File: src/fpuPkg.sv
// FPU convert unit shared definitions
// widths, opcode and condition encodings, status codes and the
// FLDCX/FSTCX sub-op codes carried in the extension byte

package fpuPkg;

	// value widths
	localparam int dataWidth   = 64;
	localparam int singleWidth = 32;
	localparam int halfWidth   = 16;

	// low six bits of the command byte
	typedef enum logic [5:0] {
		opNop   = 6'h00,
		opFpu3  = 6'h19,	// arithmetic group, handled elsewhere
		opFldcx = 6'h1A,	// load-convert
		opFstcx = 6'h1B	// store-convert
	} fpuOpT;

	// command byte bits 7:6
	typedef enum logic [1:0] {
		ccAlways  = 2'd0,
		ccNever   = 2'd1,
		ccIfTrue  = 2'd2,	// run when SR.T set
		ccIfFalse = 2'd3	// run when SR.T clear
	} condT;

	// execute status back to the main unit
	typedef enum logic [1:0] {
		statReady = 2'd0,	// nothing done this cycle
		statOk    = 2'd1
	} outStatusT;

	// FLDCX sub-op, extension bits 2:0
	typedef enum logic [2:0] {
		ldSingle = 3'd0,
		ldMove   = 3'd1,
		ldHalf   = 3'd3
	} fldcxSubT;

	// FSTCX sub-op, extension bits 3:0
	typedef enum logic [3:0] {
		stSingle = 4'd0,
		stMove   = 4'd1,
		stHalf   = 4'd3,
		stPack   = 4'd8	// narrowed single over the low word
	} fstcxSubT;

	// extension bit picking the upper single word for ldSingle
	localparam int ixtHighWord = 3;

endpackage

File: src/fpuLaneSelect.sv
`timescale 1ns/1ps
// FPU lane select and execute-stage latch
// takes the first lane holding a convert op, latches its command over
// exHold, and resolves condition code and flush in the execute cycle

module fpuLaneSelect (
	input  logic                          clock,
	input  logic                          reset,
	input  logic [7:0]                    opCmdA,
	input  logic [7:0]                    opCmdB,
	input  logic [7:0]                    regIdIxtA,
	input  logic [7:0]                    regIdIxtB,
	input  logic [fpuPkg::dataWidth-1:0]  regValRsA,
	input  logic [fpuPkg::dataWidth-1:0]  regValRsB,
	input  logic [fpuPkg::dataWidth-1:0]  regInSr,
	input  logic                          braFlush,
	input  logic                          exHold,
	output fpuPkg::fpuOpT                 latOp,
	output logic [7:0]                    latIxt,
	output logic [fpuPkg::dataWidth-1:0]  latRs,
	output logic                          opEnable
);

	fpuPkg::fpuOpT opA;
	fpuPkg::fpuOpT opB;
	logic takeA;
	logic takeB;

	fpuPkg::fpuOpT nxtOp;
	fpuPkg::condT nxtCond;
	logic [7:0] nxtIxt;
	logic [fpuPkg::dataWidth-1:0] nxtRs;

	fpuPkg::condT latCond;
	logic latFlush;

	assign opA = fpuPkg::fpuOpT'(opCmdA[5:0]);
	assign opB = fpuPkg::fpuOpT'(opCmdB[5:0]);

	// only the convert ops belong here
	assign takeA = (opA == fpuPkg::opFldcx) || (opA == fpuPkg::opFstcx);
	assign takeB = !takeA && ((opB == fpuPkg::opFldcx) || (opB == fpuPkg::opFstcx));

	always_comb begin
		nxtOp   = fpuPkg::opNop;
		nxtCond = fpuPkg::ccNever;
		nxtIxt  = regIdIxtA;
		nxtRs   = regValRsA;
		if (takeA) begin
			nxtOp   = opA;
			nxtCond = fpuPkg::condT'(opCmdA[7:6]);
		end else if (takeB) begin
			nxtOp   = opB;
			nxtCond = fpuPkg::condT'(opCmdB[7:6]);
			nxtIxt  = regIdIxtB;
			nxtRs   = regValRsB;
		end
	end

	// control part of the latch
	always_ff @(posedge clock) begin
		if (reset) begin
			latOp    <= fpuPkg::opNop;
			latCond  <= fpuPkg::ccNever;
			latFlush <= 1'b0;
		end else if (!exHold) begin
			latOp    <= nxtOp;
			latCond  <= nxtCond;
			latFlush <= braFlush;	// flush seen in the capture cycle
		end
	end

	always_ff @(posedge clock) begin
		if (!exHold) begin
			latIxt <= nxtIxt;
			latRs  <= nxtRs;
		end
	end

	// condition against the live T bit
	always_comb begin
		if (latFlush || reset) begin
			opEnable = 1'b0;
		end else begin
			case (latCond)
				fpuPkg::ccAlways:  opEnable = 1'b1;
				fpuPkg::ccNever:   opEnable = 1'b0;
				fpuPkg::ccIfTrue:  opEnable = regInSr[0];
				fpuPkg::ccIfFalse: opEnable = !regInSr[0];
				default:           opEnable = 1'b0;
			endcase
		end
	end

	latOpKnown: assert property (@(posedge clock) reset |=> !$isunknown(latOp));

endmodule

File: src/fpuConvWiden.sv
`timescale 1ns/1ps
// FPU widening converters
// single to double and half to double, subnormals flush to zero,
// infinity and NaN keep their mantissa bits

module fpuConvWiden (
	input  logic [fpuPkg::singleWidth-1:0] srcSingle,
	input  logic [fpuPkg::halfWidth-1:0]   srcHalf,
	output logic [fpuPkg::dataWidth-1:0]   singleToDouble,
	output logic [fpuPkg::dataWidth-1:0]   halfToDouble
);

	logic       sSign;
	logic [7:0] sExp;
	logic [22:0] sMant;

	logic       hSign;
	logic [4:0] hExp;
	logic [9:0] hMant;

	assign sSign = srcSingle[31];
	assign sExp  = srcSingle[30:23];
	assign sMant = srcSingle[22:0];

	assign hSign = srcHalf[15];
	assign hExp  = srcHalf[14:10];
	assign hMant = srcHalf[9:0];

	// single -> double
	always_comb begin
		if (sExp == 8'd0) begin
			singleToDouble = {sSign, 63'd0};	// zero or subnormal
		end else if (sExp == 8'hFF) begin
			singleToDouble = {sSign, 11'h7FF, sMant, 29'd0};
		end else begin
			// rebias 127 -> 1023
			singleToDouble = {sSign, {3'd0, sExp} + 11'd896, sMant, 29'd0};
		end
	end

	// half -> double
	always_comb begin
		if (hExp == 5'd0) begin
			halfToDouble = {hSign, 63'd0};
		end else if (hExp == 5'h1F) begin
			halfToDouble = {hSign, 11'h7FF, hMant, 42'd0};	// inf / NaN
		end else begin
			halfToDouble = {hSign, {6'd0, hExp} + 11'd1008, hMant, 42'd0};	// 15 -> 1023
		end
	end

endmodule

File: src/fpuConvNarrow.sv
`timescale 1ns/1ps
// FPU narrowing converters
// double to single and double to half by truncation; small values
// go to signed zero, large ones to signed infinity

module fpuConvNarrow (
	input  logic [fpuPkg::dataWidth-1:0]   srcDouble,
	output logic [fpuPkg::singleWidth-1:0] doubleToSingle,
	output logic [fpuPkg::halfWidth-1:0]   doubleToHalf
);

	logic        dSign;
	logic [10:0] dExp;
	logic [51:0] dMant;
	logic        mantNz;

	logic [10:0] sExpFull;
	logic [10:0] hExpFull;

	assign dSign  = srcDouble[63];
	assign dExp   = srcDouble[62:52];
	assign dMant  = srcDouble[51:0];
	assign mantNz = |dMant;	// keeps a NaN a NaN after truncation

	// rebiased exponents, only the low bits survive in range
	assign sExpFull = dExp - 11'd896;
	assign hExpFull = dExp - 11'd1008;

	// double -> single
	always_comb begin
		if (dExp == 11'h7FF) begin
			doubleToSingle = {dSign, 8'hFF, dMant[51] | mantNz, dMant[50:29]};
		end else if (dExp <= 11'd896) begin
			doubleToSingle = {dSign, 31'd0};	// underflow
		end else if (dExp >= 11'd1151) begin
			doubleToSingle = {dSign, 8'hFF, 23'd0};	// overflow
		end else begin
			doubleToSingle = {dSign, sExpFull[7:0], dMant[51:29]};
		end
	end

	// double -> half
	always_comb begin
		if (dExp == 11'h7FF) begin
			doubleToHalf = {dSign, 5'h1F, dMant[51] | mantNz, dMant[50:42]};
		end else if (dExp <= 11'd1008) begin
			doubleToHalf = {dSign, 15'd0};
		end else if (dExp >= 11'd1039) begin
			doubleToHalf = {dSign, 5'h1F, 10'd0};
		end else begin
			doubleToHalf = {dSign, hExpFull[4:0], dMant[51:42]};
		end
	end

	// signed zero survives both paths
	always_comb begin
		if (srcDouble[62:0] == 63'd0) begin
			zeroKeepsSign: assert #0 (
				doubleToSingle == {srcDouble[63], 31'd0} &&
				doubleToHalf == {srcDouble[63], 15'd0});
		end
	end

endmodule

File: src/fpuConvExec.sv
`timescale 1ns/1ps
// FPU convert execute stage
// decodes the latched FLDCX/FSTCX command, feeds the widening converter
// and picks the result word and status for the main unit

module fpuConvExec (
	input  fpuPkg::fpuOpT                  latOp,
	input  logic [7:0]                     latIxt,
	input  logic [fpuPkg::dataWidth-1:0]   latRs,
	input  logic                           opEnable,
	input  logic [fpuPkg::dataWidth-1:0]   singleToDouble,
	input  logic [fpuPkg::dataWidth-1:0]   halfToDouble,
	input  logic [fpuPkg::singleWidth-1:0] doubleToSingle,
	input  logic [fpuPkg::halfWidth-1:0]   doubleToHalf,
	output logic [fpuPkg::dataWidth-1:0]   regValGRn,
	output fpuPkg::outStatusT              regOutOK,
	output logic [fpuPkg::singleWidth-1:0] srcSingle,
	output logic [fpuPkg::halfWidth-1:0]   srcHalf
);

	localparam int singlePad = fpuPkg::dataWidth - fpuPkg::singleWidth;
	localparam int halfPad   = fpuPkg::dataWidth - fpuPkg::halfWidth;

	// upper or lower single word of Rs
	assign srcSingle = latIxt[fpuPkg::ixtHighWord] ?
		latRs[fpuPkg::dataWidth-1:fpuPkg::singleWidth] :
		latRs[fpuPkg::singleWidth-1:0];
	assign srcHalf = latRs[fpuPkg::halfWidth-1:0];

	always_comb begin
		regValGRn = '0;
		regOutOK  = fpuPkg::statReady;
		if (opEnable) begin
			case (latOp)
				fpuPkg::opFldcx: begin
					regOutOK = fpuPkg::statOk;
					case (latIxt[2:0])
						fpuPkg::ldSingle: regValGRn = singleToDouble;
						fpuPkg::ldHalf:   regValGRn = halfToDouble;
						fpuPkg::ldMove:   regValGRn = latRs;
						default:          regValGRn = '0;
					endcase
				end
				fpuPkg::opFstcx: begin
					regOutOK = fpuPkg::statOk;
					case (latIxt[3:0])
						fpuPkg::stSingle: regValGRn = {{singlePad{1'b0}}, doubleToSingle};
						fpuPkg::stHalf:   regValGRn = {{halfPad{1'b0}}, doubleToHalf};
						fpuPkg::stMove:   regValGRn = latRs;
						fpuPkg::stPack: begin
							regValGRn = {doubleToSingle, latRs[fpuPkg::singleWidth-1:0]};
						end
						default:          regValGRn = '0;
					endcase
				end
				default: begin
					regValGRn = '0;	// nop or arithmetic group, not for this unit
				end
			endcase
		end
	end

	// a done status needs a live command
	always_comb begin
		if (regOutOK == fpuPkg::statOk) begin
			okNeedsEnable: assert #0 (opEnable &&
				(latOp == fpuPkg::opFldcx || latOp == fpuPkg::opFstcx));
		end
	end

endmodule

File: src/fpuExOpW.sv
`timescale 1ns/1ps
// FPU wide execute unit, convert and move slave
// lane select and latch, widening and narrowing converters and the
// result select, one cycle from command to result

module fpuExOpW (
	input  logic                         clock,
	input  logic                         reset,
	input  logic [7:0]                   opCmdA,
	input  logic [7:0]                   opCmdB,
	input  logic [7:0]                   regIdIxtA,
	input  logic [7:0]                   regIdIxtB,
	input  logic [fpuPkg::dataWidth-1:0] regValRsA,
	input  logic [fpuPkg::dataWidth-1:0] regValRsB,
	input  logic [fpuPkg::dataWidth-1:0] regInSr,
	input  logic                         braFlush,
	input  logic                         exHold,
	output logic [fpuPkg::dataWidth-1:0] regValGRn,
	output fpuPkg::outStatusT            regOutOK
);

	fpuPkg::fpuOpT latOp;
	logic [7:0] latIxt;
	logic [fpuPkg::dataWidth-1:0] latRs;
	logic opEnable;

	logic [fpuPkg::singleWidth-1:0] srcSingle;
	logic [fpuPkg::halfWidth-1:0] srcHalf;
	logic [fpuPkg::dataWidth-1:0] singleToDouble;
	logic [fpuPkg::dataWidth-1:0] halfToDouble;
	logic [fpuPkg::singleWidth-1:0] doubleToSingle;
	logic [fpuPkg::halfWidth-1:0] doubleToHalf;

	fpuLaneSelect laneSel (
		.clock(clock), .reset(reset),
		.opCmdA(opCmdA), .opCmdB(opCmdB),
		.regIdIxtA(regIdIxtA), .regIdIxtB(regIdIxtB),
		.regValRsA(regValRsA), .regValRsB(regValRsB),
		.regInSr(regInSr), .braFlush(braFlush), .exHold(exHold),
		.latOp(latOp), .latIxt(latIxt), .latRs(latRs), .opEnable(opEnable)
	);

	fpuConvWiden widen (
		.srcSingle(srcSingle), .srcHalf(srcHalf),
		.singleToDouble(singleToDouble), .halfToDouble(halfToDouble)
	);

	fpuConvNarrow narrow (
		.srcDouble(latRs),	// store side always narrows Rs
		.doubleToSingle(doubleToSingle), .doubleToHalf(doubleToHalf)
	);

	fpuConvExec exec (
		.latOp(latOp), .latIxt(latIxt), .latRs(latRs), .opEnable(opEnable),
		.singleToDouble(singleToDouble), .halfToDouble(halfToDouble),
		.doubleToSingle(doubleToSingle), .doubleToHalf(doubleToHalf),
		.regValGRn(regValGRn), .regOutOK(regOutOK),
		.srcSingle(srcSingle), .srcHalf(srcHalf)
	);

endmodule

File: config.mk
export PLATFORM = sky130hd
export DESIGN_NAME = fpuExOpW
export DESIGN_NICKNAME = d
export VERILOG_FILES = /design/src/fpuPkg.sv /design/src/fpuLaneSelect.sv /design/src/fpuConvWiden.sv /design/src/fpuConvNarrow.sv /design/src/fpuConvExec.sv /design/src/fpuExOpW.sv
export SDC_FILE = /design/constraint.sdc
export NUM_CORES = 1
export LEC_CHECK = 0
export ABC_AREA = 1
export BUFFER_PORTS_ARGS = -buffer_cell sky130_fd_sc_hd__buf_2
export CORE_MARGIN = 5
export CORE_UTILIZATION = 49
export DETAILED_ROUTE_END_ITERATION = 8
export PLACE_DENSITY = 0.85
export SYNTH_ARGS = -nofsm -noshare
export SYNTH_HDL_FRONTEND = slang
export SYNTH_SLANG_ARGS = --single-unit
File: constraint.sdc
create_clock -name clock -period 3.5 [get_ports clock]
set_input_delay 0.525 -clock clock [delete_from_list [all_inputs] [get_ports clock]]
set_output_delay 0.525 -clock clock [all_outputs]
set_load 0.1 [all_outputs]
== Word-level counts from Yosys, hierarchy flattened ==
Cells that the tools add are included.

* Logic and storage cells: 71
* Output and inout bits: 66
* Register bits: 77
* Input port bits: 228

* Reductions and logical operators: 13
* Bitwise logic cells: 1
* Equality and inequality tests: 17
* Magnitude comparators: 4
* Muxes and demuxes: 27
* Add/subtract/negate cells: 4

{| class="wikitable"
|+ Operators by type and width
! operator !! number
|-
| 64-bit case mux with 4 select lines || 1
|-
| 63-bit 2-to-1 mux || 4
|-
| 64-bit 2-to-1 mux || 3
|-
| 64-bit case mux with 3 select lines || 1
|-
| 64-bit case mux with 2 select lines || 1
|-
| 31-bit 2-to-1 mux || 3
|-
| 52-bit OR reduction || 1
|-
| 15-bit 2-to-1 mux || 3
|-
| 6-bit by 5-bit equality test with 1-bit output (second input constant) || 6
|-
| 32-bit 2-to-1 mux || 1
|-
| 11-bit >= comparator (second input constant) || 2
|-
| 11-bit by 10-bit <= comparator with 1-bit output (second input constant) || 2
|-
| 6-bit 2-to-1 mux || 2
|-
| 5-bit by 10-bit adder with 11-bit output (second input constant) || 1
|-
| 8-bit by 10-bit adder with 11-bit output (second input constant) || 1
|-
| 11-bit equality test (second input constant) || 1
|-
| 8-bit equality test (second input constant) || 1
|-
| 8-bit zero test || 1
|-
| 4-bit 2-to-1 mux || 2
|-
| 8-bit subtractor (second input constant) || 1
|-
| 2-bit 2-to-1 mux || 3
|-
| 5-bit equality test (second input constant) || 1
|-
| 5-bit zero test || 1
|-
| 5-bit subtractor (second input constant) || 1
|-
| 17 further kinds || 22
|}

== Logic depth before layout (Yosys ltp) ==
* Depth after elaboration: 7
* Gate-level depth with buffers: 13
* Gate-level depth less buffers: 13

== Cells and area by module ==
From an unflattened synthesis, not the netlist that was laid out.

* Cells, all modules: 1687
* Area, all modules: 9648.0 sq um

{| class="wikitable"
|+ By module, submodules not included
! module !! area an instance (sq um) !! times used !! cells each
|-
| fpuConvExec || 3893.7 || 1 || 920
|-
| fpuLaneSelect || 3766.1 || 1 || 374
|-
| fpuConvWiden || 1033.5 || 1 || 186
|-
| fpuConvNarrow || 954.7 || 1 || 207
|}

== Worst setup path before layout ==
No wires, ideal clock.

* Path kind: in2out
* From: input port regInSr[0] in the netlist's numbering
* To: output port regValGRn[62] in the netlist's numbering
* Slack: -1.086 ns
* Cell stages on the path: 6
* Data arrival time: 4.061 ns
* Required time: 2.975 ns
* Cells stage by stage: o21ai_0 -> inv_1 -> nor4_2 -> clkinv_1 -> nor2_1 -> a21boi_1

* Longest elaborated chain between the ends: 4

{| class="wikitable"
|+ RTL lines
! item !! line !! text
|-
| start, declared || fpuExOpW.sv:15 || <nowiki>input logic [fpuPkg::dataWidth-1:0] regInSr,</nowiki>
|-
| 1-bit zero test || fpuLaneSelect.sv:89 || <nowiki>fpuPkg::ccIfFalse: opEnable = !regInSr[0];</nowiki>
|-
| 1-bit case mux with 4 select lines (*) || fpuLaneSelect.sv:85 || <nowiki>case (latCond)</nowiki>
|-
| 1-bit 2-to-1 mux (*) || fpuLaneSelect.sv:82 || <nowiki>if (latFlush || reset) begin</nowiki>
|-
| 64-bit 2-to-1 mux (*) || fpuConvExec.sv:33 || <nowiki>if (opEnable) begin</nowiki>
|-
| end, declared || fpuExOpW.sv:18 || <nowiki>output logic [fpuPkg::dataWidth-1:0] regValGRn,</nowiki>
|}

Every way passes the cells marked *; elsewhere a longest branch is shown, timed or not.

== Final worst setup path ==
* From: register laneSel.latIxt[2]
* To: output port regValGRn[21] in the netlist's numbering

* Longest elaborated chain between the ends: 4

{| class="wikitable"
|+ RTL lines
! item !! line !! text
|-
| start, declared || fpuLaneSelect.sv:19 || <nowiki>output logic [7:0] latIxt,</nowiki>
|-
| start signal, assigned || fpuLaneSelect.sv:75 || <nowiki>latIxt <= nxtIxt;</nowiki>
|-
| 4-bit equality test (tied with other cells) || fpuConvExec.sv:46 || <nowiki>case (latIxt[3:0])</nowiki>
|-
| 64-bit case mux with 4 select lines / 64-bit case mux with 3 select lines (equally long branches) || fpuConvExec.sv:46, fpuConvExec.sv:37 ||
|-
| 64-bit case mux with 2 select lines (*) || fpuConvExec.sv:34 || <nowiki>case (latOp)</nowiki>
|-
| 64-bit 2-to-1 mux (*) || fpuConvExec.sv:33 ||
|}

Marks and branches as above.

==> flow_metrics.py <==
metrics = {
    "run_status": {
        "outcome": "complete, no violations",
    },
    "die": {
        "io_pins": 294,
        "die_w_um": 125.2,
        "fp.coreArea_mm2": 0.01314,
        "die_h_um": 125.2,
        "fp-row-count": 42,
        "dieArea_mm2": 0.01566,
        "start_util": 0.4946,
    },
    "grt": {
        "grt_use_total": 0.3247,
        "grt_start_max_net_pins": 75,
        "antenna_found_initial": 0,
        "first_global_vias": 7512,
        "grt_first_pass_wirelength_um": 40500,
        "overflow": 0,
    },
    "min_path": {
        "hold_path.class": "primary input to flop",
        "worstHoldPathCells": 2,
        "holdPathEnd": "laneSel.latOp[2]$_SDFFE_PP0N_",
        "hp-start": "reset",
    },
    "synth": {
        "yosys-top-cells-area": "edfxtp_1 (31%), nand2_1 (25%), nand3_1 (6.0%)",
        "synth_cells": 1014,
        "ys_types": 44,
        "synthesis.area_mm2": 0.006497,
        "yosys_register_bits": 77,
        "synth_common_cells": "nand2_1 (432), inv_1 (87), nand3_1 (78)",
        "yosys.area.top_type_share": 0.3143,
        "synth-seq-area-share": 0.3420,
        "ys.flop_type": "edfxtp_1",
        "synth_nets": 1242,
        "synth_top_cell_by_area": "edfxtp_1",
        "async_flop_share": 0,
        "avgSynthCellArea_um2": 6.408,
        "synth_most_common_cell": "nand2_1",
        "ys.warnings.count": 0,
        "synth_edf_count": 68,
    },
    "clock_tree": {
        "ctsHoldBuffers": 0,
        "clock_sinks": 77,
        "root_buffer": "clkbuf_16",
        "cts_tree": "done",
        "cts_buffers": 9,
        "cts_buffer_depth": 2,
        "cts.reportedPaths.clkPinSlew_ns": 0.06,
        "htree_levels": 3,
        "clock_latency_ns": 0.34,
    },
    "timing": {
        "finalSetupTns_ns": 0,
        "relSlewSlack": 0.5021,
        "setup_viol": 0,
        "min_period_ns": 3.425,
        "worst_pin_slew_ns": 0.7457,
        "hold_viol": 0,
        "rsz0062_at_grt": "no",
        "whs_ns": 0.4231,
        "slew_viol_final": 0,
        "fin_ws_ns": 0.07513,
        "period_share": 0.9785,
        "fmax_mhz": 292.0,
        "finalClockSkew_ns": 0,
    },
    "layout": {
        "diodes": 0,
        "syn2layout_area_growth_pct": 37.97,
        "final_nets": 1454,
        "drive_above_1_share": 0.2583,
        "final_cells": 1407,
    },
    "routing": {
        "wl_per_cell_um": 18.70,
        "first_iter_violations": 1136,
        "ant_nets": 0,
        "vias": 7940,
        "dr.pass1.iters": 7,
        "drc": 0,
        "via_per_inst": 5.643,
        "drt-total-wl_um": 26310,
    },
    "critical_path": {
        "path_cells": "nor3_4 -> nand2_4 -> inv_6 -> nand2_4 -> clkinv_4 -> nand2_4 -> inv_6 -> nand2_1 -> a21oi_1 -> buf_12",
        "cpMostUsedCell": "nand2_4",
        "cp_slowest_cell": "nor3_4",
        "cp-startpoint": "laneSel.latIxt[2]$_DFFE_PN_",
        "crit_type": "flop to output pin",
        "reg2regPathDepth": 2,
        "worst-path-max-fanout": 17,
        "start_kind": "flop",
        "cpPeakStageDelay_ns": 0.48,
        "r2r_start": "laneSel.latOp[0]$_SDFFE_PP0N_",
        "r2r_slack_ns": 2.80,
        "worstPathArrival_ns": 2.90,
        "cp-end-kind": "output pin",
        "required_ns": 2.97,
        "reg2reg_to": "laneSel.latOp[0]$_SDFFE_PP0N_",
    },
    "power": {
        "pwr_density_cell_mw_per_mm2": 294.3,
        "p_leak_nw": 4.134,
        "ir_drop_mv": 0.2705,
        "power_w": 0.002639,
    },
    "placement": {
        "pre_cts_slack_ns": 0.4464,
        "place.gp.congestion": 1.038,
        "hpwlAfterDp_um": 20240,
        "port-buffer-count": 221,
        "place_inst": 1387,
    },
    "job": {
        "cap_violations": 0,
    },
}
==> repair_timing <==
item / in CTS / in global routing
buffers inserted: 0 / 4
resized for setup: 0 / 1
setup endpoints to repair: 0 / 18
hold endpoints to repair: 0 / 0
==> layer usage <==
layer  part of all wire  routed length [µm]  GRT usage
met1               0.41               10780     0.4535
met2               0.44               11570     0.5008
met3               0.12                3138    0.07420
met4              0.031                 817     0.1065
met5                  0                   0          0
==> metrics by stage <==
stage,util,area [µm²]
4_1_cts,0.6797,8930
5_1_grt,0.6824,8965
3_5_place_dp,0.6570,8631
6_report,0.6824,8965
3_3_place_gp,0.6570,8631
2_1_floorplan,-,6526
==> worst max-delay path by stage <==
stage	endpoint	slack, ns	cells past startpoint
2_1_floorplan	regValGRn[44]	0.005	8
3_3_place_gp	regValGRn[44]	0.49	11
3_5_place_dp	regValGRn[44]	0.45	11
4_1_cts	regValGRn[44]	0.07	11
5_1_grt	regValGRn[45]	0.01	12
6_report	regValGRn[21]	0.08	10
==> flip-flops by register name (all words and copies together), names as in the netlist <==
signal / count
laneSel.latCond: 2
laneSel.latFlush: 1
laneSel.latIxt: 4
laneSel.latOp: 6
laneSel.latRs: 64
==> layout make-up <==
| class | count | area (µm²) |
|---|---|---|
| inverter | 102 | 401.6 |
| tap | 176 | 220.2 |
| clock buffer | 10 | 250.2 |
| sequential | 77 | 2222 |
| clock inverter | 6 | 48.80 |
| timing repair buffer | 251 | 2215 |
| multi-input combinational | 785 | 3607 |
| fill | 1140 | 4173 |
==> cells in the final DEF, fill, tap and decap left out, types with 3 or more instances in the layout <==
cell type	instances
inv_6	3
edfxtp_1	68
nand3_1	78
o21ai_2	4
buf_4	29
o21ai_1	19
a21oi_2	7
nand2_1	431
inv_2	8
clkbuf_16	10
a21oi_1	47
dfxtp_1	9
inv_4	3
or2_1	3
o21ai_0	41
clkinv_1	3
nor3_1	7
inv_1	86
buf_2	163
o211ai_1	9
a22oi_1	8
nand2_2	8
o22ai_1	24
o221ai_1	3
nor2_1	52
nor2_2	5
buf_12	59
nand4_1	18
nand2_4	6
==> logic make-up after synthesis <==
| group | share of synthesized area |
|---|---|
| compound gates | 0.1498 |
| buf+inv | 0.1084 |
| flops | 0.3420 |
| other cells | 0.0005771 |
| simple gates | 0.3992 |
==> critical path: cells and delay by family (launching register included) <==
| family | cells | cell delay (ns) |
|---|---|---|
| and+or+nand+nor | 5 | 1.04 |
| buffers and inverters | 4 | 0.71 |
| DFF | 1 | 0.46 |
| AOI/OAI and AO/OA | 1 | 0.32 |
==> report_power, final <==
group / internal [W] / total, W / leakage, nW / switching, W
clock: 0.000536 / 0.000938 / 0.153 / 0.000402
combinational: 0.000178 / 0.000500 / 3.24 / 0.000322
sequential: 0.00109 / 0.00120 / 0.739 / 0.000115
No activity file was read; power rests on OpenSTA's default activity.
